`src/logic/turbo_cfg.svh`:
```
// fixed widths, depths and opcodes of the turbo command engine, included by every rtl file
`ifndef TURBO_CFG_SVH
`define TURBO_CFG_SVH

// stream beat
`define TURBO_DATA_W          64
`define TURBO_USER_W          32

// line ram, 256 lines of one stream word each
`define TURBO_ADDR_W          8

// words moved per read or write command
`define TURBO_BURST_WORDS     8

// input fifo, 256 words covers a 2000 byte packet
`define TURBO_FIFO_DEPTH_BITS 8

// opcode sits in tdata[63:48] of the header word
`define TURBO_OP_READ         16'h0145
`define TURBO_OP_WRITE        16'h0245

`endif

```
`src/logic/turbo_pkg.sv`:
```
// types shared by the turbo engine, imported into module bodies and scoped in port lists
`default_nettype none
`include "turbo_cfg.svh"

package turbo_pkg;

   // one stream beat, 105 bits
   typedef struct packed {
      logic                         tlast;
      logic [`TURBO_USER_W-1:0]     tuser;
      logic [`TURBO_DATA_W/8-1:0]   tstrb;
      logic [`TURBO_DATA_W-1:0]     tdata;
   } axis_word_t;

   // one line write, parser to ram
   typedef struct packed {
      logic                         en;
      logic [`TURBO_ADDR_W-1:0]     addr;
      logic [`TURBO_DATA_W-1:0]     data;
   } ram_wr_t;

   typedef enum logic [15:0] {
      op_read  = `TURBO_OP_READ,
      op_write = `TURBO_OP_WRITE
   } cmd_opcode_e;

   typedef enum logic [2:0] {
      st_header,  // decode the head word
      st_forward, // pass a plain packet through
      st_write,   // store burst data into the ram
      st_read,    // responder owns the output
      st_drain    // drop the rest of a read request
   } parser_state_e;

endpackage

`default_nettype wire

```
`src/logic/read_responder.sv`:
```
// turns a read start into an eight beat response stream from the line ram, with back-pressure
`timescale 1ns/1ps
`default_nettype none
`include "turbo_cfg.svh"

module read_responder (
   input  logic                       axi_aclk,
   input  logic                       axi_resetn,
   input  logic                       start,
   input  logic [`TURBO_ADDR_W-1:0]   start_addr,
   input  logic [`TURBO_USER_W-1:0]   start_user,
   output logic [`TURBO_ADDR_W-1:0]   rd_addr,
   input  logic [`TURBO_DATA_W-1:0]   rd_data,
   output turbo_pkg::axis_word_t      resp,
   output logic                       resp_valid,
   input  logic                       resp_ready,
   output logic                       done
);

   localparam int cnt_w = $clog2(`TURBO_BURST_WORDS);
   localparam logic [cnt_w-1:0] last_idx = cnt_w'(`TURBO_BURST_WORDS - 1);

   logic                        active;    // burst in progress
   logic                        pend;      // rd_data holds the line at addr_q
   logic [`TURBO_ADDR_W-1:0]    addr_q;
   logic [cnt_w-1:0]            beat_cnt;  // lines moved into resp so far
   logic                        load;
   logic                        last_beat;

   assign load      = pend && (!resp_valid || resp_ready);
   assign last_beat = (beat_cnt == last_idx);

   // step on when the line is taken, otherwise re-read the same line
   assign rd_addr = start ? start_addr : (load ? addr_q + 1'b1 : addr_q);

   always_ff @(posedge axi_aclk) begin
      if (!axi_resetn) begin
         active     <= 1'b0;
         pend       <= 1'b0;
         beat_cnt   <= '0;
         resp_valid <= 1'b0;
         done       <= 1'b0;
      end else begin
         done <= 1'b0;
         if (start) begin
            active   <= 1'b1;
            pend     <= 1'b1;
            beat_cnt <= '0;
         end else if (load) begin
            pend     <= !last_beat;
            beat_cnt <= beat_cnt + 1'b1;
         end
         if (load) begin
            resp_valid <= 1'b1;
         end else if (resp_ready) begin
            resp_valid <= 1'b0;
         end
         if (resp_valid && resp_ready && resp.tlast) begin
            active <= 1'b0;
            done   <= 1'b1;
         end
      end
   end

   always_ff @(posedge axi_aclk) begin
      if (start) begin
         addr_q     <= start_addr;
         resp.tuser <= start_user; // same tuser on every beat
      end else if (load) begin
         addr_q <= addr_q + 1'b1;
      end
      if (load) begin
         resp.tdata <= rd_data;
         resp.tstrb <= '1;
         resp.tlast <= last_beat;
      end
   end

   a_valid_in_burst: assert property (
      @(posedge axi_aclk) disable iff (!axi_resetn)
      resp_valid |-> active
   );

   // parser waits for done before the next read
   a_no_restart: assert property (
      @(posedge axi_aclk) disable iff (!axi_resetn)
      start |-> !active
   );

endmodule

`default_nettype wire

```
`config.mk`:
```
export PLATFORM = sky130hd
export DESIGN_NAME = read_responder
export DESIGN_NICKNAME = d
export VERILOG_FILES = /design/src/logic/turbo_pkg.sv /design/src/logic/read_responder.sv
export VERILOG_INCLUDE_DIRS = /design/src /design/src/logic
export SDC_FILE = /design/constraint.sdc
export NUM_CORES = 1
export LEC_CHECK = 0
export ABC_AREA = 1
export ABC_CLOCK_PERIOD_IN_PS = 2000
export BUFFER_PORTS_ARGS = -buffer_cell sky130_fd_sc_hd__buf_2
export CORE_MARGIN = 1
export CORE_UTILIZATION = 43
export CTS_CLUSTER_DIAMETER = 50
export DETAILED_ROUTE_END_ITERATION = 7
export HOLD_SLACK_MARGIN = 0.08
export PLACE_DENSITY = 0.86
export SETUP_SLACK_MARGIN = 0.4
export SYNTH_ARGS = -nofsm -noshare
export SYNTH_HDL_FRONTEND = slang
export SYNTH_SLANG_ARGS = --single-unit
```
`constraint.sdc`:
```
create_clock -name axi_aclk -period 2 [get_ports axi_aclk]
set_input_delay 0.2 -clock axi_aclk [delete_from_list [all_inputs] [get_ports axi_aclk]]
set_output_delay 0.2 -clock axi_aclk [all_outputs]
set_load 0.1 [all_outputs]
```
# After elaboration in Yosys (flattened, before gate mapping)
# Index checks and enable logic that the tools add are counted.
# word_totals
regBits,111
latch_bits,0
ramBits,0
mem_bits_ro,0
input_bits,108
word_cells,28
memories,0
# classes
n_addsub,2
mul,0
div,0
n_lt_le_gt_ge,0
eq_ne,1
shifts,0
mux,7
bitwise_logic,1
n_reduce_logical,9
# op_table
cell,n
8-bit 2-to-1 mux,2
"8-bit by 1-bit adder with 8-bit output, second input constant",1
1-bit 2-to-1 mux,5
2-bit nonzero test,2
"3-bit by 1-bit adder with 3-bit output, second input constant",1
"3-bit == test, second input constant",1
1-bit logical AND,3
1-bit zero test,2
2-bit OR reduction,1
1-bit logical OR,1
1-bit NOT,1

# Depth between registers and ports, before layout
# depth
word_depth,5
ltp_mapped,7
mapped_depth_nobuf,7

# Worst setup path before layout
# OpenSTA, ideal clock, no wires.
# synth_path
kind,reg-to-reg
from,register resp_valid
to,register addr_q[0]
arrival_ns,3.140
required_ns,1.696
slack_ns,-1.444
path_stages_with_launch,5
path_buffers,1
synth_period_minus_slack_ns,3.444
path_cell_list,dfxtp_1 > a21oi_4 > buf_6 > nand2_1 > a31oi_1
# synth_via
elab_chain_len,5
# synth_rtl
item,line_no,text
from (decl),read_responder.sv:15,"output logic resp_valid,"
from (signal assigned),read_responder.sv:41,resp_valid <= 1'b0;
from (signal assigned),read_responder.sv:54,resp_valid <= 1'b1;
from (signal assigned),read_responder.sv:56,resp_valid <= 1'b0;
1-bit zero test,read_responder.sv:30,assign load = pend && (!resp_valid || resp_ready);
1-bit logical OR,read_responder.sv:30,
1-bit logical AND,read_responder.sv:30,
named net load,read_responder.sv:27,logic load;
8-bit 2-to-1 mux (2 in series),--,
named net rd_addr[0],read_responder.sv:12,"output logic [`TURBO_ADDR_W-1:0] rd_addr,"
to (signal assigned),read_responder.sv:67,addr_q <= start_addr;
to (signal assigned),read_responder.sv:70,addr_q <= addr_q + 1'b1;
to (decl),read_responder.sv:25,logic [`TURBO_ADDR_W-1:0] addr_q;
# The timed path passes the listed nets, and every way through them passes these cells.
# A chain may end at the register's enable or synchronous reset.

# Worst setup path after layout
# layout_path
from,register pend
to,output port rd_addr[7]
# layout_via
elab_chain_len,3
# layout_rtl
item,line_no,text
from (decl),read_responder.sv:24,logic pend;
from (signal assigned),read_responder.sv:50,pend <= !last_beat;
1-bit logical AND,read_responder.sv:30,
8-bit 2-to-1 mux (2 in series),--,
to (decl),read_responder.sv:12,
# Every way passes these cells.

==> impl_metrics.ini <==
[run_status]
status = finished clean

[routing]
wl_per_cell_um = 18.4
drt-total-wl_um = 12300
ant_nets = 0
drc_errors = 0
vias = 3173
drt_iter0_markers = 165
viasPerCell = 4.76
first_pass_iters = 4

[logic_synthesis]
seq_area_frac_synth_pct = 86.6
syn_inst = 208
avgSynthCellArea_um2 = 17.7
synth_compound_area_share_pct = 1.80
synth_top_family_by_area = simple AND/OR/NAND/NOR gates
synth_simple_gate_area_share_pct = 6.79
synth-xor-area-share_pct = 0
yosysWarnings = 0
syn_area_um2 = 3690
yosysUniqueCellTypes = 20
synth.mux.area_fraction_pct = 0
synthAdderAreaFrac_pct = 1.02
ys_seq_elements = 111

[worst_setup_path]
reg2reg_from = pend$_SDFFE_PN0P_
r2r-end = resp_valid$_SDFFE_PN0P_
worst_setup_path_end_kind = output port
start_kind = flop
cp.arrival_ns = 1.63
critPathCapture = rd_addr[7]
startpoint = pend$_SDFFE_PN0P_
worstPathRequired_ns = 1.80
path_class = flop to output port
worstPathMaxFanout = 6
reg2regPathDepth = 12
r2r_setup_slack_ns = 0.24

[cells_and_area]
final_cell_count_no_fill = 667
layout_commonest_cell = buf_2
utilization_pct = 81.5
drive_gt1_share_pct = 52.6
fill_cells = 436
fin_nets = 667
areaGrowthSynthToFinish_pct = 82.4
most-common-layout-cells = 206 x buf_2, 97 x edfxtp_1, 96 x dlygate4sd3_1

[worst_hold_path]
hold_depth = 3
hold_class = input pin to flop

[floorplanning]
dieArea_um2 = 8950
core_area_um2 = 8260
die_w_um = 94.6
io_pins = 223
rows = 33
initial_core_util_pct = 44.7
die_h_um = 94.6

[clock_network]
numCtsBuffers = 9
clockBufferDepth = 2
clk_pin_slew_ns = 0.10
htree_levels = 3
cts.sinks = 111
clk_latency_ns = 0.37
cts-root-buf = clkbuf_8
cts_tree = yes

[grt]
grtUsageTotal_pct = 25.2
grt_overflow = 0
antenna_found_initial = 0
grt_max_degree = 67
grt_pass1_vias = 3189
grt_pass1_wl_um = 16200

[sta]
slew_violations = 0
worst_pin_slew_ns = 0.538
max-slew-margin-rel_pct = 64.4
rsz0062_at_grt = true
hold_violations = 0
fin_skew_ns = 0.0158
fin_crit_sh_pct = 91.6
fmax_ghz = 0.546
finalCriticalPeriod_ns = 1.83
setup_viol = 0
final.setup.tns_ns = 0

[placed_design]
io_buffers = 214
dp.cells = 528
place_congestion = 0.781
post-dp-hpwl_um = 6470

[pwr]
peakVddDrop_mv = 0.480
p_leak_nw = 2.93
power_density_nw_per_um2 = 902

[job]
cap_viol_max_count = 0
logic make-up after synthesis:
group	count (synthesis)
flip-flops	111
AND/OR/NAND/NOR	59
buffers and inverters	24
AO/OA/AOI/OAI	10
adder cells (fa/ha/maj)	3
other	1
state kept, by name (all words and copies together), names as in the netlist:
name / count
done: 1
beat_cnt: 3
resp_valid: 1
pend: 1
resp: 97
addr_q: 8
synth_stat cells:
library cell  number  area share [%]
a21oi_1            3            0.41
a21oi_4            1            0.44
a31oi_1            2            0.34
buf_2              1            0.14
buf_4              8             1.6
buf_6              2            0.61
conb_1             1            0.10
dfxtp_1           14             7.6
edfxtp_1          97              79
ha_1               3             1.0
inv_1             12             1.2
inv_2              1            0.10
nand2_1           32             3.3
nand3_1           12             1.6
nand3_2            1            0.27
nand4_1            3            0.51
nor2_1            11             1.1
o21ai_0            2            0.27
o21ai_1            1            0.14
o21bai_1           1            0.20
final cells by class:
type | count | area, um2 | share of cell area, %
Antenna cell | 1 | 2.50 | 0.0372
Multi-Input combinational cell | 80 | 598 | 8.89
Clock inverter | 7 | 80.1 | 1.19
Clock buffer | 9 | 124 | 1.84
Inverter | 13 | 48.8 | 0.725
Timing Repair Buffer | 341 | 2540 | 37.7
Sequential cell | 111 | 3200 | 47.6
Tap cell | 105 | 131 | 1.95
how the worst min path moves through the flow:
| stage | endpoint | slack (ns) | startpoint |
|---|---|---|---|
| global route | addr_q[7]$_DFF_P_ | 0.09 | start_addr[7] |
| floorplan | resp[0]$_DFFE_PP_ | 0.30 | rd_data[0] |
| detailed placement | resp[55]$_DFFE_PP_ | 0.38 | rd_data[55] |
| CTS | done$_SDFF_PN0_ | 0.09 | resp_ready |
| finish | addr_q[5]$_DFF_P_ | 0.1 | start_addr[5] |
| global placement | resp[60]$_DFFE_PP_ | 0.38 | rd_data[60] |
layer usage:
metal / global-route usage [%] / part of all wire [%] / vias up
met5: 0 / 0 / -
met4: 9.72 / 2.4 / 0
met3: 6.68 / 7.6 / 21
met2: 49.1 / 56 / 172
met1: 25.0 / 34 / 1547
li1: - / - / 1433
worst max-delay path, cell delays in order (launching register included):
cell,delay [ns]
dfxtp_2,0.34
inv_2,0.05
a21oi_4,0.19
buf_6,0.15
buf_16,0.11
nand4_1,0.07
nand3_1,0.10
nand2_2,0.09
buf_12,0.17
stage by stage:
stage	setup slack [ns]	area, um2	power, mW	hold slack [ns]
floorplan	0.0442	3840	4.08	0.299
global placement	0.403	5100	4.38	0.377
detailed placement	0.360	5100	4.41	0.378
CTS	0.184	6570	5.98	0.0925
global route	0.0701	6720	6.24	0.0913
finish	0.168	6730	6.07	0.0970
report_power, final:
group	leakage, nW	internal (mW)	switching (mW)
registers	1.05	2.69	0.0648
clock network	0.0969	0.596	0.778
logic	1.79	0.500	1.44
total	2.93	3.79	2.28
what timing repair did:
action | 4_1_cts | 5_1_grt
hold endpoints to repair | 96 | 0
gates cloned | 1 | 6
endpoints found under the setup margin | 8 | 74
pin swaps | 14 | 6
resized for setup | 29 | 12
buffers inserted | 19 | 0
hold buffers | 96 | 0
Note: power is estimated with default switching activity, not from simulation.
