## config.mk

```make
export PLATFORM = sky130hd
export DESIGN_NAME = command_parser
export DESIGN_NICKNAME = d
export VERILOG_FILES = /design/src/logic/turbo_pkg.sv /design/src/logic/command_parser.sv
export VERILOG_INCLUDE_DIRS = /design/src /design/src/logic
export SDC_FILE = /design/constraint.sdc
export NUM_CORES = 1
export LEC_CHECK = 0
export BUFFER_PORTS_ARGS = -buffer_cell sky130_fd_sc_hd__buf_2
export CORE_AREA = 10 10 162 164
export DETAILED_ROUTE_END_ITERATION = 8
export DIE_AREA = 0 0 172 174
export GPL_ROUTABILITY_DRIVEN = 0
export PLACE_DENSITY = 0.44
export SYNTH_ARGS = -nofsm -noshare
export SYNTH_HDL_FRONTEND = slang
export SYNTH_SLANG_ARGS = --single-unit
```

## constraint.sdc

```tcl
create_clock -name axi_aclk -period 4.8 [get_ports axi_aclk]
set_input_delay 0.24 -clock axi_aclk [delete_from_list [all_inputs] [get_ports axi_aclk]]
set_output_delay 0.24 -clock axi_aclk [all_outputs]
set_load 0.02 [all_outputs]
```

## src/logic/turbo_cfg.svh

```systemverilog
// fixed widths, depths and opcodes of the turbo command engine, included by every rtl file
`ifndef TURBO_CFG_SVH
`define TURBO_CFG_SVH

// stream beat
`define TURBO_DATA_W          64
`define TURBO_USER_W          32

// line ram, 256 lines of one stream word each
`define TURBO_ADDR_W          8

// words moved per read or write command
`define TURBO_BURST_WORDS     8

// input fifo, 256 words covers a 2000 byte packet
`define TURBO_FIFO_DEPTH_BITS 8

// opcode sits in tdata[63:48] of the header word
`define TURBO_OP_READ         16'h0145
`define TURBO_OP_WRITE        16'h0245

`endif

```

## src/logic/turbo_pkg.sv

```systemverilog
// types shared by the turbo engine, imported into module bodies and scoped in port lists
`default_nettype none
`include "turbo_cfg.svh"

package turbo_pkg;

   // one stream beat, 105 bits
   typedef struct packed {
      logic                         tlast;
      logic [`TURBO_USER_W-1:0]     tuser;
      logic [`TURBO_DATA_W/8-1:0]   tstrb;
      logic [`TURBO_DATA_W-1:0]     tdata;
   } axis_word_t;

   // one line write, parser to ram
   typedef struct packed {
      logic                         en;
      logic [`TURBO_ADDR_W-1:0]     addr;
      logic [`TURBO_DATA_W-1:0]     data;
   } ram_wr_t;

   typedef enum logic [15:0] {
      op_read  = `TURBO_OP_READ,
      op_write = `TURBO_OP_WRITE
   } cmd_opcode_e;

   typedef enum logic [2:0] {
      st_header,  // decode the head word
      st_forward, // pass a plain packet through
      st_write,   // store burst data into the ram
      st_read,    // responder owns the output
      st_drain    // drop the rest of a read request
   } parser_state_e;

endpackage

`default_nettype wire

```

## src/logic/command_parser.sv

```systemverilog
// header decode fsm, steers fifo pops, ram writes, read starts and the output stream select
`timescale 1ns/1ps
`default_nettype none
`include "turbo_cfg.svh"

module command_parser (
   input  logic                       axi_aclk,
   input  logic                       axi_resetn,
   input  turbo_pkg::axis_word_t      head,
   input  logic                       empty,
   output logic                       pop,
   output turbo_pkg::ram_wr_t         wr,
   output logic                       start,
   output logic [`TURBO_ADDR_W-1:0]   start_addr,
   output logic [`TURBO_USER_W-1:0]   start_user,
   input  logic                       done,
   input  turbo_pkg::axis_word_t      resp,
   input  logic                       resp_valid,
   output turbo_pkg::axis_word_t      m_axis,
   output logic                       m_axis_tvalid,
   input  logic                       m_axis_tready
);
   import turbo_pkg::*;

   parser_state_e                        state;
   parser_state_e                        state_next;
   cmd_opcode_e                          opcode;
   logic [`TURBO_ADDR_W-1:0]             wr_addr_q;
   logic [`TURBO_ADDR_W-1:0]             wr_addr_next;
   logic [$clog2(`TURBO_BURST_WORDS):0]  wr_cnt;
   logic [$clog2(`TURBO_BURST_WORDS):0]  wr_cnt_next;
   logic                                 hdr_last;
   logic                                 hdr_last_next;

   assign opcode     = cmd_opcode_e'(head.tdata[`TURBO_DATA_W-1 -: 16]);
   assign start_addr = head.tdata[`TURBO_ADDR_W-1:0];
   assign start_user = head.tuser;

   always_comb begin
      state_next    = state;
      wr_addr_next  = wr_addr_q;
      wr_cnt_next   = wr_cnt;
      hdr_last_next = hdr_last;
      pop           = 1'b0;
      start         = 1'b0;
      wr.en         = 1'b0;
      wr.addr       = wr_addr_q;
      wr.data       = head.tdata;
      m_axis        = head;
      m_axis_tvalid = 1'b0;

      case (state)
         st_header: begin
            if (!empty) begin
               case (opcode)
                  op_write: begin
                     pop          = 1'b1; // header is consumed here
                     wr_addr_next = head.tdata[`TURBO_ADDR_W-1:0];
                     wr_cnt_next  = '0;
                     // single word write packet carries no data
                     state_next   = head.tlast ? st_header : st_write;
                  end
                  op_read: begin
                     pop           = 1'b1;
                     start         = 1'b1;
                     hdr_last_next = head.tlast;
                     state_next    = st_read;
                  end
                  default: begin
                     state_next = st_forward; // header goes out as the first beat
                  end
               endcase
            end
         end

         st_forward: begin
            m_axis_tvalid = !empty;
            pop           = m_axis_tready && !empty;
            if (pop && head.tlast) begin
               state_next = st_header;
            end
         end

         st_write: begin
            if (!empty) begin
               pop = 1'b1;
               // words past the burst are dropped
               if (wr_cnt < `TURBO_BURST_WORDS) begin
                  wr.en        = 1'b1;
                  wr_addr_next = wr_addr_q + 1'b1; // wraps at the top line
                  wr_cnt_next  = wr_cnt + 1'b1;
               end
               if (head.tlast) begin
                  state_next = st_header;
               end
            end
         end

         st_read: begin
            m_axis        = resp;
            m_axis_tvalid = resp_valid;
            if (done) begin
               state_next = hdr_last ? st_header : st_drain;
            end
         end

         st_drain: begin
            if (!empty) begin
               pop = 1'b1;
               if (head.tlast) begin
                  state_next = st_header;
               end
            end
         end

         default: begin
            state_next = st_header;
         end
      endcase
   end

   always_ff @(posedge axi_aclk) begin
      if (!axi_resetn) begin
         state    <= st_header;
         wr_cnt   <= '0;
         hdr_last <= 1'b0;
      end else begin
         state    <= state_next;
         wr_cnt   <= wr_cnt_next;
         hdr_last <= hdr_last_next;
      end
   end

   always_ff @(posedge axi_aclk) begin
      wr_addr_q <= wr_addr_next;
   end

   // a read start never lands in a write burst
   a_start_wr_excl: assert property (
      @(posedge axi_aclk) disable iff (!axi_resetn)
      !(start && wr.en)
   );

   a_state_legal: assert property (
      @(posedge axi_aclk) disable iff (!axi_resetn)
      state inside {st_header, st_forward, st_write, st_read, st_drain}
   );

endmodule

`default_nettype wire

```

* Yosys cells after proc, flatten, opt, wreduce, memory -nomap -nowiden
Index checks and enable logic that the tools add are counted.
** Storage, ports and cells
- Register bits :: 16
- Bits in latches :: 0
- Memory bits (writable) :: 0
- ROM bits :: 0
- Output and inout port bits :: 221
- Logic and storage cells :: 63
- Memories :: 0
** Operators by class
- Add/sub/neg operators :: 2
- Multipliers :: 0
- Divide/modulo/power cells :: 0
- Magnitude comparators :: 1
- Eq/ne operators :: 14
- Shift operators :: 0
- Mux-type cells :: 31
- Bitwise operators :: 1
- Reduce and logical (&&, ||, !) cells :: 10
** Operators by type and width (count)
- $mux W105 :: 1
- $mux W8 :: 4
- $mux W3 :: 6
- $eq A16 B10 Y1 const B :: 1
- $eq A16 B9 Y1 const B :: 1
- $mux W4 :: 4
- $pmux W8 S2 :: 1
- $ne A2 B2 Y1 const B :: 6
- $pmux W3 S4 :: 1
- $reduce_and A5 Y1 :: 2
- $mux W1 :: 9
- $add A8 B1 Y8 const B :: 1
- $pmux W4 S2 :: 1
- $eq A3 B2 Y1 const B :: 2
- $add A4 B1 Y4 const B :: 1
- $lt A4 B4 Y1 const B :: 1
- $ne A2 B1 Y1 const B :: 2
- $pmux W2 S2 :: 1
- $reduce_or A2 Y1 :: 2
- $eq A3 B1 Y1 const B :: 1
- $eq A3 B3 Y1 const B :: 1
- $logic_not A3 Y1 :: 1
- $pmux W1 S3 :: 1
- $reduce_and A3 Y1 :: 1
- 6 further kinds :: 7

* Longest topological paths before layout
Gate-level depths: netlist of the first run.
- Word-level depth :: 5
- Depth in mapped cells :: 6
- Gate-level depth less buffers :: 4

* Worst setup path before layout of the first run
OpenSTA, ideal clock, no wires.
- Path type :: register -> output
- Start :: register state[2]
- End :: output port start
- Arrival :: 1.692 ns
- Data required time :: 4.560 ns
- Path slack :: 2.868 ns
- Stages on the path, launching flop included :: 6
- Path through :: dfxtp_1 buf_6 or2_4 nor3_1 nand4_1 nor4_1
** Between the ends
- Word-level cells in the longest chain between the ends :: 2
** RTL lines
- from (decl) :: RTL line command_parser.sv:25 : parser_state_e state;
- from (signal assigned) :: RTL line command_parser.sv:124 : state <= st_header;
- from (signal assigned) :: RTL line command_parser.sv:128 : state <= state_next;
- $logic_not A3 Y1 :: RTL line command_parser.sv:52 : case (state)
- $mux W1 :: RTL line command_parser.sv:52
- to (decl) :: RTL line command_parser.sv:13 : output logic start,
No other way between the ends.

==> results of run 1 <==
-- cell type report --
| class | instances | area [sq um] | area share, % |
|---|---|---|---|
| timing repair buffer | 437 | 2202 | 44.51 |
| multi-input combinational | 206 | 1883 | 38.06 |
| sequential | 16 | 400.4 | 8.093 |
| tap | 290 | 362.8 | 7.334 |
| clock buffer | 4 | 88.84 | 1.796 |
| inverter | 2 | 7.507 | 0.1517 |
| antenna | 1 | 2.502 | 0.05058 |
-- critical path: stages, from the launching register on --
cell and delay [ps]:
dfxtp_1 790, nand3_4 600, buf_12 420, mux2_2 340, buf_2 160
-- where the power goes --
group / switching (mW) / internal (mW)
sequential: 0.00577 / 0.144
clock: 0.0584 / 0.127
combinational: 0.235 / 0.166
-- stage by stage --
| step | instance area (sq um) | setup slack, ps | utilization [%] | power, mW | cells |
|---|---|---|---|---|---|
| 6_report | 4947 | 1911 | 21.40 | 0.7363 | 956 |
| 5_1_grt | 4945 | 1759 | 21.39 | 0.7768 | 955 |
| 4_1_cts | 4945 | 1897 | 21.39 | 0.7514 | 955 |
| 3_5_place_dp | 4856 | 2169 | 21.00 | 0.5595 | 951 |
| 3_3_place_gp | 4856 | 2180 | 21.00 | 0.5601 | 951 |
| 2_1_floorplan | 3193 | 2868 | - | 0.4088 | 346 |
-- routing by layer --
layer	part of all wire [%]	vias to the layer above	routed length, um	global-route usage [%]
met5	0	-	0	0
met4	0.86	0	156	1.437
met3	13	6	2434	4.508
met2	51	268	9237	20.31
met1	35	1703	6373	10.47
li1	-	1771	-	-
-- logic make-up after synthesis --
logic type,after synthesis,share of synthesized area (%)
AOI/OAI and AO/OA,30,6.426
xor gates and xnor gates,6,1.646
adders and majority gates,2,0.7836
buffers and inverters,124,28.49
DFF,16,12.54
muxes,108,38.01
and+or+nand+nor,60,12.11
-- Yosys cell counts, drive strengths merged (2+ instances only) --
cell type	number	area, sq um
nand2b	2	12.51
o21ai	8	40.03
mux2	106	1194
and4b	2	20.02
dfxtp	8	160.2
nand2	10	37.54
nor4	3	40.04
nor3	2	10.01
edfxtp	8	240.2
a31oi	2	12.51
inv	2	7.500
nand4	3	18.77
mux2i	2	20.02
buf	121	898.3
xor2	5	43.79
nand3	6	42.54
and4	3	26.28
nor4b	2	23.77
a21oi	11	55.05
a211oi	2	15.01
nor2	15	56.30
and3	5	31.28
ha	2	25.02
and2	2	12.51
-- registers in the layout, summed over array words and instances (netlist names) --
name       count
hdr_last       1
state          3
wr_addr_q      8
wr_cnt         4
-- final timing paths --
kind | from | to | slack, ps | cells after the start
max | state[0]$_SDFFE_PN0P_ | m_axis[87] | 1910 | 4
min | axi_resetn | state[1]$_SDFFE_PN0P_ | 320 | 2
max reg2reg | state[0]$_SDFFE_PN0P_ | state[2]$_SDFFE_PN0P_ | 2390 | 4
min reg2reg | wr_cnt[0]$_SDFFE_PN0P_ | wr_cnt[0]$_SDFFE_PN0P_ | 500 | 1
==> results.yml, run 1 <==
cts:
  cts.sinks: 16
  clockBufferDepth: 2
  post_cts_buffers: 0
  cts_hold_buf: 0
  numCtsBuffers: 3
  root_buffer: "clkbuf_16"
  cts_resized: 0
  path_clk_slew_ps: 60
  htree_levels: 1
  clkLatencyLatePin_ps: 250
  cts_tree: "built"
route:
  drt.antenna.violating_nets: 0
  drc: 0
  first_iter_violations: 93
  avgRoutedWirePerCell_um: 19.04
  vias: 3748
  drt-vias-per-instance: 3.921
  first_pass_iters: 4
  finalWirelength_mm: 18.20
floorplanning:
  die_h_um: 174
  die_area_sq_um: 29930
  start_util_pct: 13.81
  core-area_sq_um: 23120
  rows: 56
  dieWidth_um: 172
  io_pins: 437
sta:
  fin_crit_sh_pct: 60.19
  rsz0062_at_grt: "no"
  relSlewSlack_pct: 50.21
  hold_viol: 0
  fin_skew_ps: 6.133
  fmax_mhz: 346.1
  setup_tns_ps: 0
  slew_viol_final: 0
  finalCriticalPeriod_ps: 2889
  tightest_slew_ps: 744.9
  whs_ps: 322.3
  finalSetupViolCount: 0
finish:
  drive_above_1_share_pct: 83.91
  final_cell_mix: "436 x buf_2, 106 x mux2_2, 15 x nor2_1, 11 x a21oi_1, 10 x nand2_1"
  mostFrequentLayoutCell: "buf_2"
  area_growth_pct: 54.94
  fin_nets: 884
  fill_cells: 2594
synth:
  yosys_register_bits: 16
  synth_edf_count: 8
  syn_inst: 346
  async_flop_share_pct: 0
  synth_ff_type: "edfxtp_1"
  synth.cell_area_sq_um: 3193
  synth_fp_nets: 564
  yosysWarnings: 0
  synth.avg_cell_area_sq_um: 9.229
  netlist-cell-type-count: 47
  ys_seq_area_share_pct: 12.54
power_and_ir_drop:
  vdd.ir_drop.worst_mv: 0.09527
  p_per_area_nw_per_um2: 148.8
  p_leak_nw: 2.613
worst_hold_path:
  hold_class: "in2reg"
global_route:
  grt_pass1_wl_mm: 24.61
  overflow: 0
  grt_pass1_vias: 4014
  groute.usage.overall_pct: 10.62
  grt_max_degree: 64
  antenna_found_initial: 1
critical_path:
  worstPathMaxFanout: 63
  path_class: "reg2out"
  end_kind: "primary output"
  cp.arrival_ps: 2650
  worst_ep_required_time_ps: 4560
  cp-start-kind: "register"
place:
  portBuffers: 436
  dp_hpwl_mm: 16.37
job:
  drv_cap: 0
run_status:
  status: "completed"
No activity file was read; power rests on OpenSTA's default activity.
==> run 2, diff against run 1 <==
Settings changed: CORE_AREA 10 10 162 164 to 10 10 161 163, DIE_AREA 0 0 172 174 to 0 0 171 173, PLACE_DENSITY 0.44 to 0.46.
Clock period 4.8 ns to 2.5 ns, I/O delays scaled along.
==> run 2 against run 1 <==
Effect of this change: flip-flop and latch count is the same; register-to-register slack lost 1700 ps; die area down 1.2%; clock power increased by 67%; final area is 0.48% higher; critical path type unchanged; largest cell class unchanged; highest routed layer unchanged.
==> results.yml, run 2 (synthesis gave the netlist of run 1 again) <==
critical_path:
  cp.arrival_ps: 2010
  critical_path.top_delay_family: "flip-flops"
  critPathBufInv: 3
  crit_chain: "inv_2 > nand3_4 > buf_12 > mux2_2 > buf_2"
  cpMaxStageDelayCell: "dfxtp_1"
  cp-start-kind: "register"
  worst_ep_required_time_ps: 2380
  worstPathMaxFanout: 51
  path_class: "reg2out"
  rrSetupSlack_ps: 730
  rr_endpoint: "wr_addr_q[0]$_DFFE_PP_"
  r2r_start: "state[1]$_SDFFE_PN0P_"
  reg2reg_depth: 2
  cpPeakStageDelay_ps: 620
  end_kind: "primary output"
job:
  drv_cap: 0
run_status:
  status: "completed"
worst_hold_path:
  hp-start: "axi_resetn"
  worstHoldPathCells: 2
  hold_class: "in2reg"
  worstHoldEndpoint: "state[1]$_SDFFE_PN0P_"
power_and_ir_drop:
  p_per_area_nw_per_um2: 275.2
  vdd.ir_drop.worst_mv: 0.1713
  p_leak_nw: 2.633
  power_mw: 1.368
global_route:
  antenna_found_initial: 0
  grt_pass1_wl_mm: 24.90
  grt_pass1_vias: 3983
  groute.usage.overall_pct: 10.86
  overflow: 0
  grt_max_degree: 52
floorplanning:
  die_area_sq_um: 29580
  core-area_sq_um: 22570
  rows: 55
  start_util_pct: 14.15
  die_h_um: 173
  dieWidth_um: 171
  io_pins: 437
cts:
  cts_resized: 0
  clockBufferDepth: 2
  cts.sinks: 16
  post_cts_buffers: 0
  root_buffer: "clkbuf_16"
  clkLatencyLatePin_ps: 240
  path_clk_slew_ps: 50
  htree_levels: 1
  cts_tree: "built"
  cts_hold_buf: 0
  numCtsBuffers: 3
place:
  portBuffers: 436
  dp_hpwl_mm: 16.50
  pre_cts_ws_ps: 540.9
sta:
  rsz0062_at_grt: "no"
  finalCriticalPeriod_ps: 2130
  slew_viol_final: 0
  tightest_slew_ps: 485.8
  setup_tns_ps: 0
  relSlewSlack_pct: 67.53
  finalSetupViolCount: 0
  fin_skew_ps: 1.549
  hold_viol: 0
  final.setup.worst_slack_ps: 369.5
  fmax_mhz: 469.4
  fin_crit_sh_pct: 85.22
finish:
  final_util_pct: 22.02
  regMostFlops: "wr_addr_q"
  final_cell_mix: "436 x buf_2, 106 x mux2_2, 15 x nor2_1, 11 x a21oi_1, 10 x nand2_1"
  fin_nets: 888
  largest_reg_flops: 8
  largestRegisters: "wr_addr_q (8), wr_cnt (4), state (3)"
  area_growth_pct: 55.68
  num_antenna_cells: 0
  drive_above_1_share_pct: 83.86
  mostFrequentLayoutCell: "buf_2"
route:
  drt.antenna.violating_nets: 0
  drt-vias-per-instance: 3.922
  avgRoutedWirePerCell_um: 18.96
  finalWirelength_mm: 18.09
  first_iter_violations: 131
  drc: 0
  vias: 3742
  first_pass_iters: 4
[run 2: where the power goes]
group / leakage [nW] / switching [mW] / internal, mW / total (mW)
logic: 2.46 / 0.457 / 0.321 / 0.778
registers: 0.137 / 0.00319 / 0.277 / 0.281
clock network: 0.0385 / 0.0973 / 0.212 / 0.309
total: 2.63 / 0.558 / 0.810 / 1.37
[run 2: how the worst max path moves through the flow]
stage                          startpoint                     end  slack [ps]  cells after the start
finish              state[2]$_SDFFE_PN0P_              m_axis[18]         370                      5
floorplan           state[2]$_SDFFE_PN0P_                   start         680                      5
global route        state[2]$_SDFFE_PN0P_              m_axis[18]         270                      5
CTS                 state[2]$_SDFFE_PN0P_              m_axis[18]         350                      5
global placement                 head[55]  wr_addr_q[7]$_DFFE_PP_         570                      5
detailed placement               head[55]  wr_addr_q[5]$_DFFE_PP_         540                      5
[run 2: per-layer routing]
metal | GRT usage, % | up-vias | part of all wire (%) | routed length, um
met3 | 3.371 | 6 | 10 | 1888
met5 | 0 | - | 0 | 0
met4 | 1.087 | 0 | 0.57 | 104
met2 | 21.89 | 255 | 54 | 9784
li1 | - | 1777 | - | -
met1 | 10.65 | 1704 | 35 | 6312
[run 2: cell type report]
type,count,area [sq um]
sequential,16,400.4
clock buffer,3,75.07
inverter,2,7.507
multi-input combinational,206,1883
tap,285,356.6
fill,2542,17600
clock inverter,1,3.754
timing repair buffer,441,2245
[run 2: metrics by stage]
| step | hold slack [ps] | instances | area, sq um |
|---|---|---|---|
| after floorplan | 276.6 | 346 | 3193 |
| after detailed placement | 484.5 | 950 | 4892 |
| after global placement | 483.3 | 950 | 4892 |
| final | 229.6 | 954 | 4971 |
| after global routing | 258.2 | 954 | 4971 |
| after CTS | 235.6 | 954 | 4971 |
